<file path="config.mk">
export PLATFORM = sky130hd
export DESIGN_NAME = vec_alu_top
export DESIGN_NICKNAME = d
export VERILOG_FILES = /design/src/vec_alu_pkg.sv /design/src/vec_elem_pkg.sv /design/src/vec_issue.sv /design/src/vec_add_shift.sv /design/src/vec_compare.sv /design/src/vec_writeback.sv /design/src/vec_alu_top.sv
export SDC_FILE = /design/constraint.sdc
export NUM_CORES = 2
export LEC_CHECK = 0
export BUFFER_PORTS_ARGS = -buffer_cell sky130_fd_sc_hd__buf_2
export CORE_MARGIN = 2
export CORE_UTILIZATION = 46
export CTS_CLUSTER_DIAMETER = 40
export CTS_CLUSTER_SIZE = 40
export DETAILED_ROUTE_END_ITERATION = 6
export GPL_TIMING_DRIVEN = 1
export SYNTH_ARGS = -nofsm -noshare
export SYNTH_HDL_FRONTEND = slang
export SYNTH_SLANG_ARGS = --single-unit
export TNS_END_PERCENT = 1
</file>
<file path="constraint.sdc">
create_clock -name clk -period 11.59 [get_ports clk]
set_clock_uncertainty 0.15 [all_clocks]
set_input_delay 1.7385 -clock clk [delete_from_list [all_inputs] [get_ports clk]]
set_output_delay 1.7385 -clock clk [all_outputs]
set_load 0.01 [all_outputs]
</file>
<file path="src/vec_alu_pkg.sv">
package vec_alu_pkg;

    ////////////////////////////////////////////////////////////
    // Vector word geometry
    ////////////////////////////////////////////////////////////

    localparam int VLEN  = 64;
    localparam int VLENB = VLEN / 8;

    ////////////////////////////////////////////////////////////
    // Operation and width codes
    ////////////////////////////////////////////////////////////

    typedef enum logic [4:0] {
        VADD, VSUB, VRSUB,
        VAND, VOR, VXOR,
        VSLL, VSRL, VSRA,
        VMSEQ, VMSNE, VMSLTU, VMSLT, VMSLEU, VMSLE, VMSGTU, VMSGT,
        VMINU, VMIN, VMAXU, VMAX
    } vec_op_e;

    // Code 2'b11 falls back to 32-bit elements
    typedef enum logic [1:0] {
        EW8  = 2'b00,
        EW16 = 2'b01,
        EW32 = 2'b10
    } vec_sew_e;

    // Result classes seen by the writeback mux
    typedef enum logic [2:0] {
        CLS_ADD,
        CLS_LOGIC,
        CLS_SHIFT,
        CLS_CMP,
        CLS_MINMAX
    } op_class_e;

    // Shift kinds, reused as logic op codes for the logic class
    localparam logic [1:0] SHIFT_SLL = 2'd0;
    localparam logic [1:0] SHIFT_SRL = 2'd1;
    localparam logic [1:0] SHIFT_SRA = 2'd2;
    localparam logic [1:0] LOGIC_AND = 2'd0;
    localparam logic [1:0] LOGIC_OR  = 2'd1;
    localparam logic [1:0] LOGIC_XOR = 2'd2;

    // Compare kinds, signedness travels separately
    localparam logic [2:0] CMP_EQ = 3'd0;
    localparam logic [2:0] CMP_NE = 3'd1;
    localparam logic [2:0] CMP_LT = 3'd2;
    localparam logic [2:0] CMP_LE = 3'd3;
    localparam logic [2:0] CMP_GT = 3'd4;

endpackage

</file>
<file path="src/vec_elem_pkg.sv">
package vec_elem_pkg;

    ////////////////////////////////////////////////////////////
    // Lanes per element width
    ////////////////////////////////////////////////////////////

    localparam int LANES8  = vec_alu_pkg::VLEN / 8;
    localparam int LANES16 = vec_alu_pkg::VLEN / 16;
    localparam int LANES32 = vec_alu_pkg::VLEN / 32;

    ////////////////////////////////////////////////////////////
    // One register word, three element views
    ////////////////////////////////////////////////////////////

    // Lane 0 sits in the low bits in every view
    typedef union packed {
        logic [LANES8-1:0][7:0]   e8;
        logic [LANES16-1:0][15:0] e16;
        logic [LANES32-1:0][31:0] e32;
    } vec_word_u;

endpackage

</file>
<file path="src/vec_issue.sv">
`timescale 1ns/1ns

module vec_issue (
    input  logic                          clk,
    input  logic                          reset_n,
    input  logic                          in_valid_i,
    input  vec_alu_pkg::vec_op_e          op_i,
    input  vec_alu_pkg::vec_sew_e         sew_i,
    input  logic [vec_alu_pkg::VLEN-1:0]  vs1_i,
    input  logic [vec_alu_pkg::VLEN-1:0]  vs2_i,
    output logic                          issue_valid_o,
    output vec_alu_pkg::op_class_e        op_class_o,
    output vec_alu_pkg::vec_sew_e         sew_o,
    output logic [vec_alu_pkg::VLEN-1:0]  opa_o,
    output logic [vec_alu_pkg::VLEN-1:0]  opb_o,
    output logic                          negate_o,
    output logic [1:0]                    shift_kind_o,
    output logic [2:0]                    cmp_kind_o,
    output logic                          is_signed_o,
    output logic                          select_max_o
);

    vec_alu_pkg::op_class_e op_class;
    logic                   negate;
    logic                   swap;
    logic [1:0]             shift_kind;
    logic [2:0]             cmp_kind;
    logic                   is_signed;
    logic                   select_max;

    ////////////////////////////////////////////////////////////
    // Opcode decode
    ////////////////////////////////////////////////////////////

    always_comb begin
        op_class   = vec_alu_pkg::CLS_ADD;
        negate     = 1'b0;
        swap       = 1'b0;
        shift_kind = vec_alu_pkg::SHIFT_SLL;
        cmp_kind   = vec_alu_pkg::CMP_EQ;
        is_signed  = 1'b0;
        select_max = 1'b0;
        case (op_i)
            vec_alu_pkg::VSUB:   negate = 1'b1;
            // Reverse subtract becomes vs2 - vs1
            vec_alu_pkg::VRSUB: begin
                negate = 1'b1;
                swap   = 1'b1;
            end
            vec_alu_pkg::VAND, vec_alu_pkg::VOR, vec_alu_pkg::VXOR: begin
                op_class = vec_alu_pkg::CLS_LOGIC;
                if (op_i == vec_alu_pkg::VOR) shift_kind = vec_alu_pkg::LOGIC_OR;
                if (op_i == vec_alu_pkg::VXOR) shift_kind = vec_alu_pkg::LOGIC_XOR;
            end
            vec_alu_pkg::VSLL, vec_alu_pkg::VSRL, vec_alu_pkg::VSRA: begin
                op_class = vec_alu_pkg::CLS_SHIFT;
                if (op_i == vec_alu_pkg::VSRL) shift_kind = vec_alu_pkg::SHIFT_SRL;
                if (op_i == vec_alu_pkg::VSRA) shift_kind = vec_alu_pkg::SHIFT_SRA;
            end
            vec_alu_pkg::VMSEQ:  op_class = vec_alu_pkg::CLS_CMP;
            vec_alu_pkg::VMSNE: begin
                op_class = vec_alu_pkg::CLS_CMP;
                cmp_kind = vec_alu_pkg::CMP_NE;
            end
            vec_alu_pkg::VMSLTU, vec_alu_pkg::VMSLT: begin
                op_class  = vec_alu_pkg::CLS_CMP;
                cmp_kind  = vec_alu_pkg::CMP_LT;
                is_signed = (op_i == vec_alu_pkg::VMSLT);
            end
            vec_alu_pkg::VMSLEU, vec_alu_pkg::VMSLE: begin
                op_class  = vec_alu_pkg::CLS_CMP;
                cmp_kind  = vec_alu_pkg::CMP_LE;
                is_signed = (op_i == vec_alu_pkg::VMSLE);
            end
            vec_alu_pkg::VMSGTU, vec_alu_pkg::VMSGT: begin
                op_class  = vec_alu_pkg::CLS_CMP;
                cmp_kind  = vec_alu_pkg::CMP_GT;
                is_signed = (op_i == vec_alu_pkg::VMSGT);
            end
            vec_alu_pkg::VMINU, vec_alu_pkg::VMIN, vec_alu_pkg::VMAXU, vec_alu_pkg::VMAX: begin
                op_class   = vec_alu_pkg::CLS_MINMAX;
                is_signed  = (op_i == vec_alu_pkg::VMIN) || (op_i == vec_alu_pkg::VMAX);
                select_max = (op_i == vec_alu_pkg::VMAXU) || (op_i == vec_alu_pkg::VMAX);
            end
            default: op_class = vec_alu_pkg::CLS_ADD;
        endcase
    end

    ////////////////////////////////////////////////////////////
    // Stage buffer
    ////////////////////////////////////////////////////////////

    always_ff @(posedge clk or negedge reset_n) begin
        if (!reset_n) begin
            issue_valid_o <= 1'b0;
            op_class_o    <= vec_alu_pkg::CLS_ADD;
            sew_o         <= vec_alu_pkg::EW8;
            negate_o      <= 1'b0;
            shift_kind_o  <= '0;
            cmp_kind_o    <= '0;
            is_signed_o   <= 1'b0;
            select_max_o  <= 1'b0;
        end else begin
            issue_valid_o <= in_valid_i;
            if (in_valid_i) begin
                op_class_o   <= op_class;
                sew_o        <= sew_i;
                negate_o     <= negate;
                shift_kind_o <= shift_kind;
                cmp_kind_o   <= cmp_kind;
                is_signed_o  <= is_signed;
                select_max_o <= select_max;
            end
        end
    end

    // Operand words
    always_ff @(posedge clk) begin
        if (in_valid_i) begin
            opa_o <= swap ? vs2_i : vs1_i;
            opb_o <= swap ? vs1_i : vs2_i;
        end
    end

endmodule

</file>
<file path="src/vec_add_shift.sv">
`timescale 1ns/1ns

module vec_add_shift (
    input  vec_alu_pkg::vec_sew_e         sew_i,
    input  logic [vec_alu_pkg::VLEN-1:0]  opa_i,
    input  logic [vec_alu_pkg::VLEN-1:0]  opb_i,
    input  logic                          negate_i,
    input  logic [1:0]                    shift_kind_i,
    input  vec_alu_pkg::op_class_e        op_class_i,
    output logic [vec_alu_pkg::VLEN-1:0]  arith_result_o
);

    vec_elem_pkg::vec_word_u a;
    vec_elem_pkg::vec_word_u b;
    vec_elem_pkg::vec_word_u sum;
    vec_elem_pkg::vec_word_u shf;

    assign a = opa_i;
    assign b = opb_i;

    ////////////////////////////////////////////////////////////
    // Segmented add/sub and shifts
    ////////////////////////////////////////////////////////////

    // Each lane is sized to its element, so carries stop at the boundary
    always_comb begin
        sum = '0;
        shf = '0;
        case (sew_i)
            vec_alu_pkg::EW8: begin
                for (int i = 0; i < vec_elem_pkg::LANES8; i++) begin
                    sum.e8[i] = negate_i ? a.e8[i] - b.e8[i] : a.e8[i] + b.e8[i];
                    if (shift_kind_i == vec_alu_pkg::SHIFT_SRA)
                        shf.e8[i] = $signed(a.e8[i]) >>> b.e8[i][2:0];
                    else if (shift_kind_i == vec_alu_pkg::SHIFT_SRL)
                        shf.e8[i] = a.e8[i] >> b.e8[i][2:0];
                    else
                        shf.e8[i] = a.e8[i] << b.e8[i][2:0];
                end
            end
            vec_alu_pkg::EW16: begin
                for (int i = 0; i < vec_elem_pkg::LANES16; i++) begin
                    sum.e16[i] = negate_i ? a.e16[i] - b.e16[i] : a.e16[i] + b.e16[i];
                    if (shift_kind_i == vec_alu_pkg::SHIFT_SRA)
                        shf.e16[i] = $signed(a.e16[i]) >>> b.e16[i][3:0];
                    else if (shift_kind_i == vec_alu_pkg::SHIFT_SRL)
                        shf.e16[i] = a.e16[i] >> b.e16[i][3:0];
                    else
                        shf.e16[i] = a.e16[i] << b.e16[i][3:0];
                end
            end
            default: begin
                for (int i = 0; i < vec_elem_pkg::LANES32; i++) begin
                    sum.e32[i] = negate_i ? a.e32[i] - b.e32[i] : a.e32[i] + b.e32[i];
                    if (shift_kind_i == vec_alu_pkg::SHIFT_SRA)
                        shf.e32[i] = $signed(a.e32[i]) >>> b.e32[i][4:0];
                    else if (shift_kind_i == vec_alu_pkg::SHIFT_SRL)
                        shf.e32[i] = a.e32[i] >> b.e32[i][4:0];
                    else
                        shf.e32[i] = a.e32[i] << b.e32[i][4:0];
                end
            end
        endcase
    end

    ////////////////////////////////////////////////////////////
    // Unit output select
    ////////////////////////////////////////////////////////////

    always_comb begin
        case (op_class_i)
            vec_alu_pkg::CLS_LOGIC: begin
                // Bitwise ops ignore element width
                case (shift_kind_i)
                    vec_alu_pkg::LOGIC_OR:  arith_result_o = opa_i | opb_i;
                    vec_alu_pkg::LOGIC_XOR: arith_result_o = opa_i ^ opb_i;
                    default:                arith_result_o = opa_i & opb_i;
                endcase
            end
            vec_alu_pkg::CLS_SHIFT: arith_result_o = shf;
            default:                arith_result_o = sum;
        endcase
    end

endmodule

</file>
<file path="src/vec_compare.sv">
`timescale 1ns/1ns

module vec_compare (
    input  vec_alu_pkg::vec_sew_e         sew_i,
    input  logic [vec_alu_pkg::VLEN-1:0]  opa_i,
    input  logic [vec_alu_pkg::VLEN-1:0]  opb_i,
    input  logic [2:0]                    cmp_kind_i,
    input  logic                          is_signed_i,
    input  logic                          select_max_i,
    output logic [vec_alu_pkg::VLEN-1:0]  mask_o,
    output logic [vec_alu_pkg::VLEN-1:0]  minmax_o
);

    vec_elem_pkg::vec_word_u         a;
    vec_elem_pkg::vec_word_u         b;
    vec_elem_pkg::vec_word_u         mm;
    logic [vec_alu_pkg::VLENB-1:0]   eq;
    logic [vec_alu_pkg::VLENB-1:0]   gt;
    logic [vec_alu_pkg::VLENB-1:0]   lane_en;
    logic [vec_alu_pkg::VLENB-1:0]   flags;

    assign a = opa_i;
    assign b = opb_i;

    ////////////////////////////////////////////////////////////
    // Per-lane flags and min/max
    ////////////////////////////////////////////////////////////

    // Min/max reuses gt: take a when gt matches the wanted direction
    always_comb begin
        eq = '0;
        gt = '0;
        mm = '0;
        case (sew_i)
            vec_alu_pkg::EW8: begin
                lane_en = '1;
                for (int i = 0; i < vec_elem_pkg::LANES8; i++) begin
                    eq[i] = a.e8[i] == b.e8[i];
                    gt[i] = is_signed_i ? $signed(a.e8[i]) > $signed(b.e8[i])
                                        : a.e8[i] > b.e8[i];
                    mm.e8[i] = (gt[i] == select_max_i) ? a.e8[i] : b.e8[i];
                end
            end
            vec_alu_pkg::EW16: begin
                lane_en = vec_alu_pkg::VLENB'((1 << vec_elem_pkg::LANES16) - 1);
                for (int i = 0; i < vec_elem_pkg::LANES16; i++) begin
                    eq[i] = a.e16[i] == b.e16[i];
                    gt[i] = is_signed_i ? $signed(a.e16[i]) > $signed(b.e16[i])
                                        : a.e16[i] > b.e16[i];
                    mm.e16[i] = (gt[i] == select_max_i) ? a.e16[i] : b.e16[i];
                end
            end
            default: begin
                lane_en = vec_alu_pkg::VLENB'((1 << vec_elem_pkg::LANES32) - 1);
                for (int i = 0; i < vec_elem_pkg::LANES32; i++) begin
                    eq[i] = a.e32[i] == b.e32[i];
                    gt[i] = is_signed_i ? $signed(a.e32[i]) > $signed(b.e32[i])
                                        : a.e32[i] > b.e32[i];
                    mm.e32[i] = (gt[i] == select_max_i) ? a.e32[i] : b.e32[i];
                end
            end
        endcase
    end

    ////////////////////////////////////////////////////////////
    // Compare mask
    ////////////////////////////////////////////////////////////

    always_comb begin
        case (cmp_kind_i)
            vec_alu_pkg::CMP_NE: flags = ~eq;
            vec_alu_pkg::CMP_LT: flags = ~eq & ~gt;
            vec_alu_pkg::CMP_LE: flags = eq | ~gt;
            vec_alu_pkg::CMP_GT: flags = gt;
            default:             flags = eq;
        endcase
    end

    // Lanes past the element count read as zero
    assign mask_o   = {{(vec_alu_pkg::VLEN - vec_alu_pkg::VLENB){1'b0}}, flags & lane_en};
    assign minmax_o = mm;

endmodule

</file>
<file path="src/vec_writeback.sv">
`timescale 1ns/1ns

module vec_writeback (
    input  logic                          clk,
    input  logic                          reset_n,
    input  logic                          issue_valid_i,
    input  vec_alu_pkg::op_class_e        op_class_i,
    input  logic [vec_alu_pkg::VLEN-1:0]  arith_result_i,
    input  logic [vec_alu_pkg::VLEN-1:0]  mask_i,
    input  logic [vec_alu_pkg::VLEN-1:0]  minmax_i,
    output logic [vec_alu_pkg::VLEN-1:0]  result_o,
    output logic                          valid_o
);

    logic [vec_alu_pkg::VLEN-1:0] result_sel;

    ////////////////////////////////////////////////////////////
    // Result select
    ////////////////////////////////////////////////////////////

    always_comb begin
        case (op_class_i)
            vec_alu_pkg::CLS_CMP:    result_sel = mask_i;
            vec_alu_pkg::CLS_MINMAX: result_sel = minmax_i;
            default:                 result_sel = arith_result_i;
        endcase
    end

    // Output register, loaded only for a live item
    always_ff @(posedge clk or negedge reset_n) begin
        if (!reset_n) begin
            valid_o  <= 1'b0;
            result_o <= '0;
        end else begin
            valid_o <= issue_valid_i;
            if (issue_valid_i) begin
                result_o <= result_sel;
            end
        end
    end

endmodule

</file>
<file path="src/vec_alu_top.sv">
`timescale 1ns/1ns

module vec_alu_top (
    input  logic                          clk,
    input  logic                          reset_n,
    input  logic                          in_valid_i,
    input  vec_alu_pkg::vec_op_e          op_i,
    input  vec_alu_pkg::vec_sew_e         sew_i,
    input  logic [vec_alu_pkg::VLEN-1:0]  vs1_i,
    input  logic [vec_alu_pkg::VLEN-1:0]  vs2_i,
    output logic [vec_alu_pkg::VLEN-1:0]  result_o,
    output logic                          valid_o
);

    // Buffered controls
    logic                         issue_valid;
    vec_alu_pkg::op_class_e       op_class;
    vec_alu_pkg::vec_sew_e        sew;
    logic [vec_alu_pkg::VLEN-1:0] opa;
    logic [vec_alu_pkg::VLEN-1:0] opb;
    logic                         negate;
    logic [1:0]                   shift_kind;
    logic [2:0]                   cmp_kind;
    logic                         is_signed;
    logic                         select_max;

    // Unit outputs
    logic [vec_alu_pkg::VLEN-1:0] arith_result;
    logic [vec_alu_pkg::VLEN-1:0] mask;
    logic [vec_alu_pkg::VLEN-1:0] minmax;

    vec_issue u_issue (
        .clk           (clk),
        .reset_n       (reset_n),
        .in_valid_i    (in_valid_i),
        .op_i          (op_i),
        .sew_i         (sew_i),
        .vs1_i         (vs1_i),
        .vs2_i         (vs2_i),
        .issue_valid_o (issue_valid),
        .op_class_o    (op_class),
        .sew_o         (sew),
        .opa_o         (opa),
        .opb_o         (opb),
        .negate_o      (negate),
        .shift_kind_o  (shift_kind),
        .cmp_kind_o    (cmp_kind),
        .is_signed_o   (is_signed),
        .select_max_o  (select_max)
    );

    vec_add_shift u_add_shift (
        .sew_i          (sew),
        .opa_i          (opa),
        .opb_i          (opb),
        .negate_i       (negate),
        .shift_kind_i   (shift_kind),
        .op_class_i     (op_class),
        .arith_result_o (arith_result)
    );

    vec_compare u_compare (
        .sew_i        (sew),
        .opa_i        (opa),
        .opb_i        (opb),
        .cmp_kind_i   (cmp_kind),
        .is_signed_i  (is_signed),
        .select_max_i (select_max),
        .mask_o       (mask),
        .minmax_o     (minmax)
    );

    vec_writeback u_writeback (
        .clk            (clk),
        .reset_n        (reset_n),
        .issue_valid_i  (issue_valid),
        .op_class_i     (op_class),
        .arith_result_i (arith_result),
        .mask_i         (mask),
        .minmax_i       (minmax),
        .result_o       (result_o),
        .valid_o        (valid_o)
    );

endmodule

</file>
==> results.md <==
- The run finished with clean final reports.
- The number of hold violations in the final report is 0.
- For this run, asynchronously set or reset flops after synthesis account for 0.382.
- The number of synthesized register bits is 207.
- Yosys instantiated no cell more often than sky130_fd_sc_hd__nand2_1.
- The worst pin sits at a relative slew slack of 0.0589.
- Traced cell by cell, the critical path runs through clkinv_1 -> ha_1 -> nor2b_1 -> o21ai_0 -> a21boi_0 -> a211oi_1 -> o21ai_1 -> and2_1 -> mux2i_1 -> a211oi_1 -> a2111o_1.
- The count of clock tree sinks is just over 200.
- The post-synthesis instance area is ~0.041 mm2.
- The detailed placer's ending HPWL is 163,000 um.
- The number of top-level pins is 203.
- The average instance area after synthesis is 7.57 um2.
- For this run, the leading register cell type out of synthesis is sky130_fd_sc_hd__edfxtp_1.
- The synthesized netlist net count is between 5,000 and 6,000.
- The first routing iteration left 8,636 violations.
- The number of setup buffers added after CTS is 0.
- The number of gates given a new drive strength after cts is 0.
- Counting instances in the post-synthesis netlist gives the leading cell types as 515 x sky130_fd_sc_hd__nand2_1, 498 x sky130_fd_sc_hd__nor2_1, 407 x sky130_fd_sc_hd__clkbuf_1.
- The final-report setup violation count is 0.
- The type of element capturing the critical path is a flip-flop.
- Using the TritonRoute via totals, the vias-per-cell ratio works out to 7.51.
- The floorplan has 110 rows.
- Among the stages of the critical path, the cell type that occurs most often is sky130_fd_sc_hd__a211oi_1.
- In this design, the stage delay of the slowest critical-path cell is 0.93 ns.
- The routed via count is 49,300.
- The hold path startpoint is u_writeback.result_o[58].
- The time the final worst path needs with I/O delays and setup is 5.76 ns.
- The total core area is 0.0896 mm2.
- In this run the number of H-tree levels came out at 2.
- From synthesis to final layout, the design area changed by 8.86%.
- The path with the worst hold slack has its endpoint at u_writeback.result_o[58].
- Data on the critical path is required at its endpoint by 11.98 ns.
- The number of antenna violations at the first check in global routing was 15.
- The pin count of the biggest net entering global routing is 122.
- In the final layout, the share of cells above drive strength 1 is 0.169.
- The total routing resource utilization after global routing is 0.470.
- In this run the remaining antenna-violating nets after routing total 0.
- The area of the die is between 0.09 and 0.1 mm2.
- The number of cells traversed by the worst hold path is 2.
- The worst register-to-register path ends at u_writeback.result_o[51].
- The post-synthesis cell type with the largest combined area is sky130_fd_sc_hd__edfxtp_1.
- The slowest library cell on the worst path is sky130_fd_sc_hd__edfxtp_1.
- The count of flip-flops with a built-in enable after synthesis is ~130.
- The routed design has between 200,000 and 250,000 um of wire.
- The number of CTS-inserted buffers is 55.
- The share of the synthesized area in the top cell type is 0.0928.
- The clock tree from TritonCTS is done.
- In the post-synthesis netlist, the biggest area contributors are sky130_fd_sc_hd__edfxtp_1 9.3%, sky130_fd_sc_hd__mux4_2 8.3%, sky130_fd_sc_hd__mux2i_1 6.1%, sky130_fd_sc_hd__ha_1 6.1%, sky130_fd_sc_hd__mux2_2 5.0%.
- The number of nets at the end of the flow is 5,693.
- The routability congestion estimate is 1.09.
- The initial utilization of the core area, before any placement, comes to 0.463.
- The clock slew at the register clock pins of the worst setup and hold paths is about 0.050 ns.
- In this run, post-CTS hold repair placed 0 buffers.
- The floorplan die height is 304 um.
- The horizontal die dimension is 304 um.
- The number of buffers added on ports is roughly 200.
- By startpoint and endpoint, the worst setup path is classified as flip-flop to flip-flop.
- The depth of the worst register-to-register path is 11.
- Before antenna repair, the detailed router went through 6 iterations.
- VDD sags by at most 129 uV.
- For this run, the share of the core covered by cells in the final layout is 0.503.
- The via count of the first global-routing pass is 44,100.
- The power density over cell area is 134 mW/mm2.
- In this run the clock root is driven by a sky130_fd_sc_hd__clkbuf_16.
- The accumulated negative setup slack is 0 ns.
- The post-route fraction of the period consumed by the critical path is 0.497.
- The clock latency on the worst-skew pair is 0.68 ns.
- The launching point of the worst reg2reg path is u_issue.opb_o[57].
- Setup repair after global routing left no endpoint under its margin.
- In the routed design, unresolved DRC markers number 0.
- The data arrival time of the critical path is 6.15 ns.
- The maximum clock rate is 174 MHz.
- The leftover overflow at the end of global routing is 0.
- During synthesis, Yosys emitted a total of 0 warnings.
- The wire length of the first global-routing pass is between 300,000 and 400,000 um.
- The number of slew-limit violations in the final report is 0.
- The register-to-register setup slack is around 6 ns.
- The synthesized instance count is 5,472.
- After detailed routing, the average wire length per cell comes to 34.6 um.
- The max-capacitance violation count is 0.
- Of all nets on the critical path, the largest fanout is 23.
- The number of buffers on the longest clock path is 3.
- Fill cells in the final layout number 8,906.
- The leakage power summed over all cells is 0.0174 uW.
- The min-delay analysis places its worst path in the category flip-flop to flip-flop.
- The startpoint class of the critical path is a flip-flop.
- Counting distinct cell types in the post-synthesis netlist gives 103.
- The measured slew at the worst slew-check pin is 1.38 ns.
- Of the synthesized area, sequential elements account for 0.140.
-- registers in the layout (all words and copies together), names as in the netlist --
signal                 flops
u_issue.op_class_o         3
u_issue.shift_kind_o       2
u_issue.select_max_o       1
u_issue.is_signed_o        1
u_writeback.valid_o        1
u_issue.issue_valid_o      1
u_issue.opa_o             64
u_issue.cmp_kind_o         3
u_issue.sew_o              2
u_issue.opb_o             64
u_issue.negate_o           1
u_writeback.result_o      64
-- routing by layer --
| metal | track usage | up-vias | routed length, um |
|---|---|---|---|
| met3 | 0.178 | 702 | 35800 |
| met5 | 0 | - | 134 |
| met4 | 0.194 | 20 | 11400 |
| met1 | 0.679 | 23900 | 93500 |
| li1 | - | 20600 | - |
| met2 | 0.614 | 4133 | 86000 |
-- how the worst max path moves through the flow --
| stage | endpoint | slack [ns] | cells past startpoint | from |
|---|---|---|---|---|
| after floorplan | u_writeback.result_o[49] | 6.96 | 16 | u_issue.opb_o[32] |
| after global placement | u_writeback.result_o[51] | 6.18 | 11 | u_issue.opb_o[57] |
| after detailed placement | u_writeback.result_o[51] | 6.10 | 11 | u_issue.opb_o[57] |
| after CTS | u_writeback.result_o[51] | 6.05 | 11 | u_issue.opb_o[57] |
| after global routing | u_writeback.result_o[51] | 5.65 | 11 | u_issue.opb_o[57] |
| final | u_writeback.result_o[51] | 5.83 | 11 | u_issue.opb_o[57] |
-- cell type report --
type	count	area, um2	share of cell area
Sequential cell	207	5830	0.129
Timing Repair Buffer	381	2370	0.0526
Clock inverter	40	558	0.0124
Tap cell	1176	1470	0.0326
Clock buffer	61	1400	0.0310
Inverter	224	843	0.0187
Antenna cell	11	27.5	0.000610
Multi-Input combinational cell	4468	32600	0.723
-- cells in the final DEF, fill, tap and decap left out, types with 25 or more instances in the layout --
cell type                   count
sky130_fd_sc_hd__o21ai_0      386
sky130_fd_sc_hd__o311ai_0      35
sky130_fd_sc_hd__nor3_1       113
sky130_fd_sc_hd__nor2_1       494
sky130_fd_sc_hd__o221ai_1      78
sky130_fd_sc_hd__inv_1        199
sky130_fd_sc_hd__nand4_1       41
sky130_fd_sc_hd__a22oi_1       28
sky130_fd_sc_hd__a21o_1        51
sky130_fd_sc_hd__xnor2_1       50
sky130_fd_sc_hd__mux2_2       185
sky130_fd_sc_hd__nand2_1      514
sky130_fd_sc_hd__o21bai_1      25
sky130_fd_sc_hd__and2_1        43
sky130_fd_sc_hd__o31ai_1       57
sky130_fd_sc_hd__nor4_1        37
sky130_fd_sc_hd__a21oi_1      385
sky130_fd_sc_hd__ha_1         200
sky130_fd_sc_hd__mux2i_1      254
sky130_fd_sc_hd__o22ai_1       48
sky130_fd_sc_hd__o21a_1        45
sky130_fd_sc_hd__nand3_1      152
sky130_fd_sc_hd__o211a_1       28
sky130_fd_sc_hd__mux4_2       153
sky130_fd_sc_hd__dfrtp_1       74
sky130_fd_sc_hd__edfxtp_1     128
sky130_fd_sc_hd__nand2b_1      32
sky130_fd_sc_hd__a211oi_1     114
sky130_fd_sc_hd__o211ai_1     161
sky130_fd_sc_hd__buf_2        200
sky130_fd_sc_hd__clkbuf_16     55
sky130_fd_sc_hd__nor2b_1       58
sky130_fd_sc_hd__and3_1        32
sky130_fd_sc_hd__a31oi_1      102
sky130_fd_sc_hd__a221oi_1      43
sky130_fd_sc_hd__a211o_1       34
sky130_fd_sc_hd__a311oi_1      27
sky130_fd_sc_hd__o2111ai_1     49
sky130_fd_sc_hd__buf_4        178
-- metrics by stage --
stage / cells / worst slack, ns / total power [uW] / hold WS [ns] / area, um2
floorplan: 5472 / 6.96 / 3020 / 0.202 / 41400
global placement: 6455 / 6.18 / 4170 / 0.349 / 43100
detailed placement: 6455 / 6.10 / 4160 / 0.341 / 43100
CTS: 6556 / 6.05 / 5870 / 0.355 / 45100
global route: 6558 / 5.65 / 6200 / 0.388 / 45100
finish: 6568 / 5.83 / 6040 / 0.352 / 45100
-- critical path: cells and delay by family (launching register included) --
family | cells | cell delay, ns
simple gates | 2 | 0.96
compound gates | 6 | 2.03
buf+inv | 1 | 0.59
flops | 1 | 0.93
mux | 1 | 0.26
fa+ha+maj | 1 | 0.69
-- report_power, final --
group / switching, uW / internal, uW / leakage [uW]
Sequential: 189 / 901 / 0.00222
Combinational: 2180 / 1080 / 0.0143
Clock: 566 / 1130 / 0.000936
-- cells by family after synthesis --
family          share of synthesized area
compound gates                      0.322
simple gates                        0.181
buf+inv                            0.0747
mux                                 0.196
fa+ha+maj                          0.0687
flops                               0.140
xor+xnor                           0.0174
No activity file was read; power rests on OpenSTA's default activity.
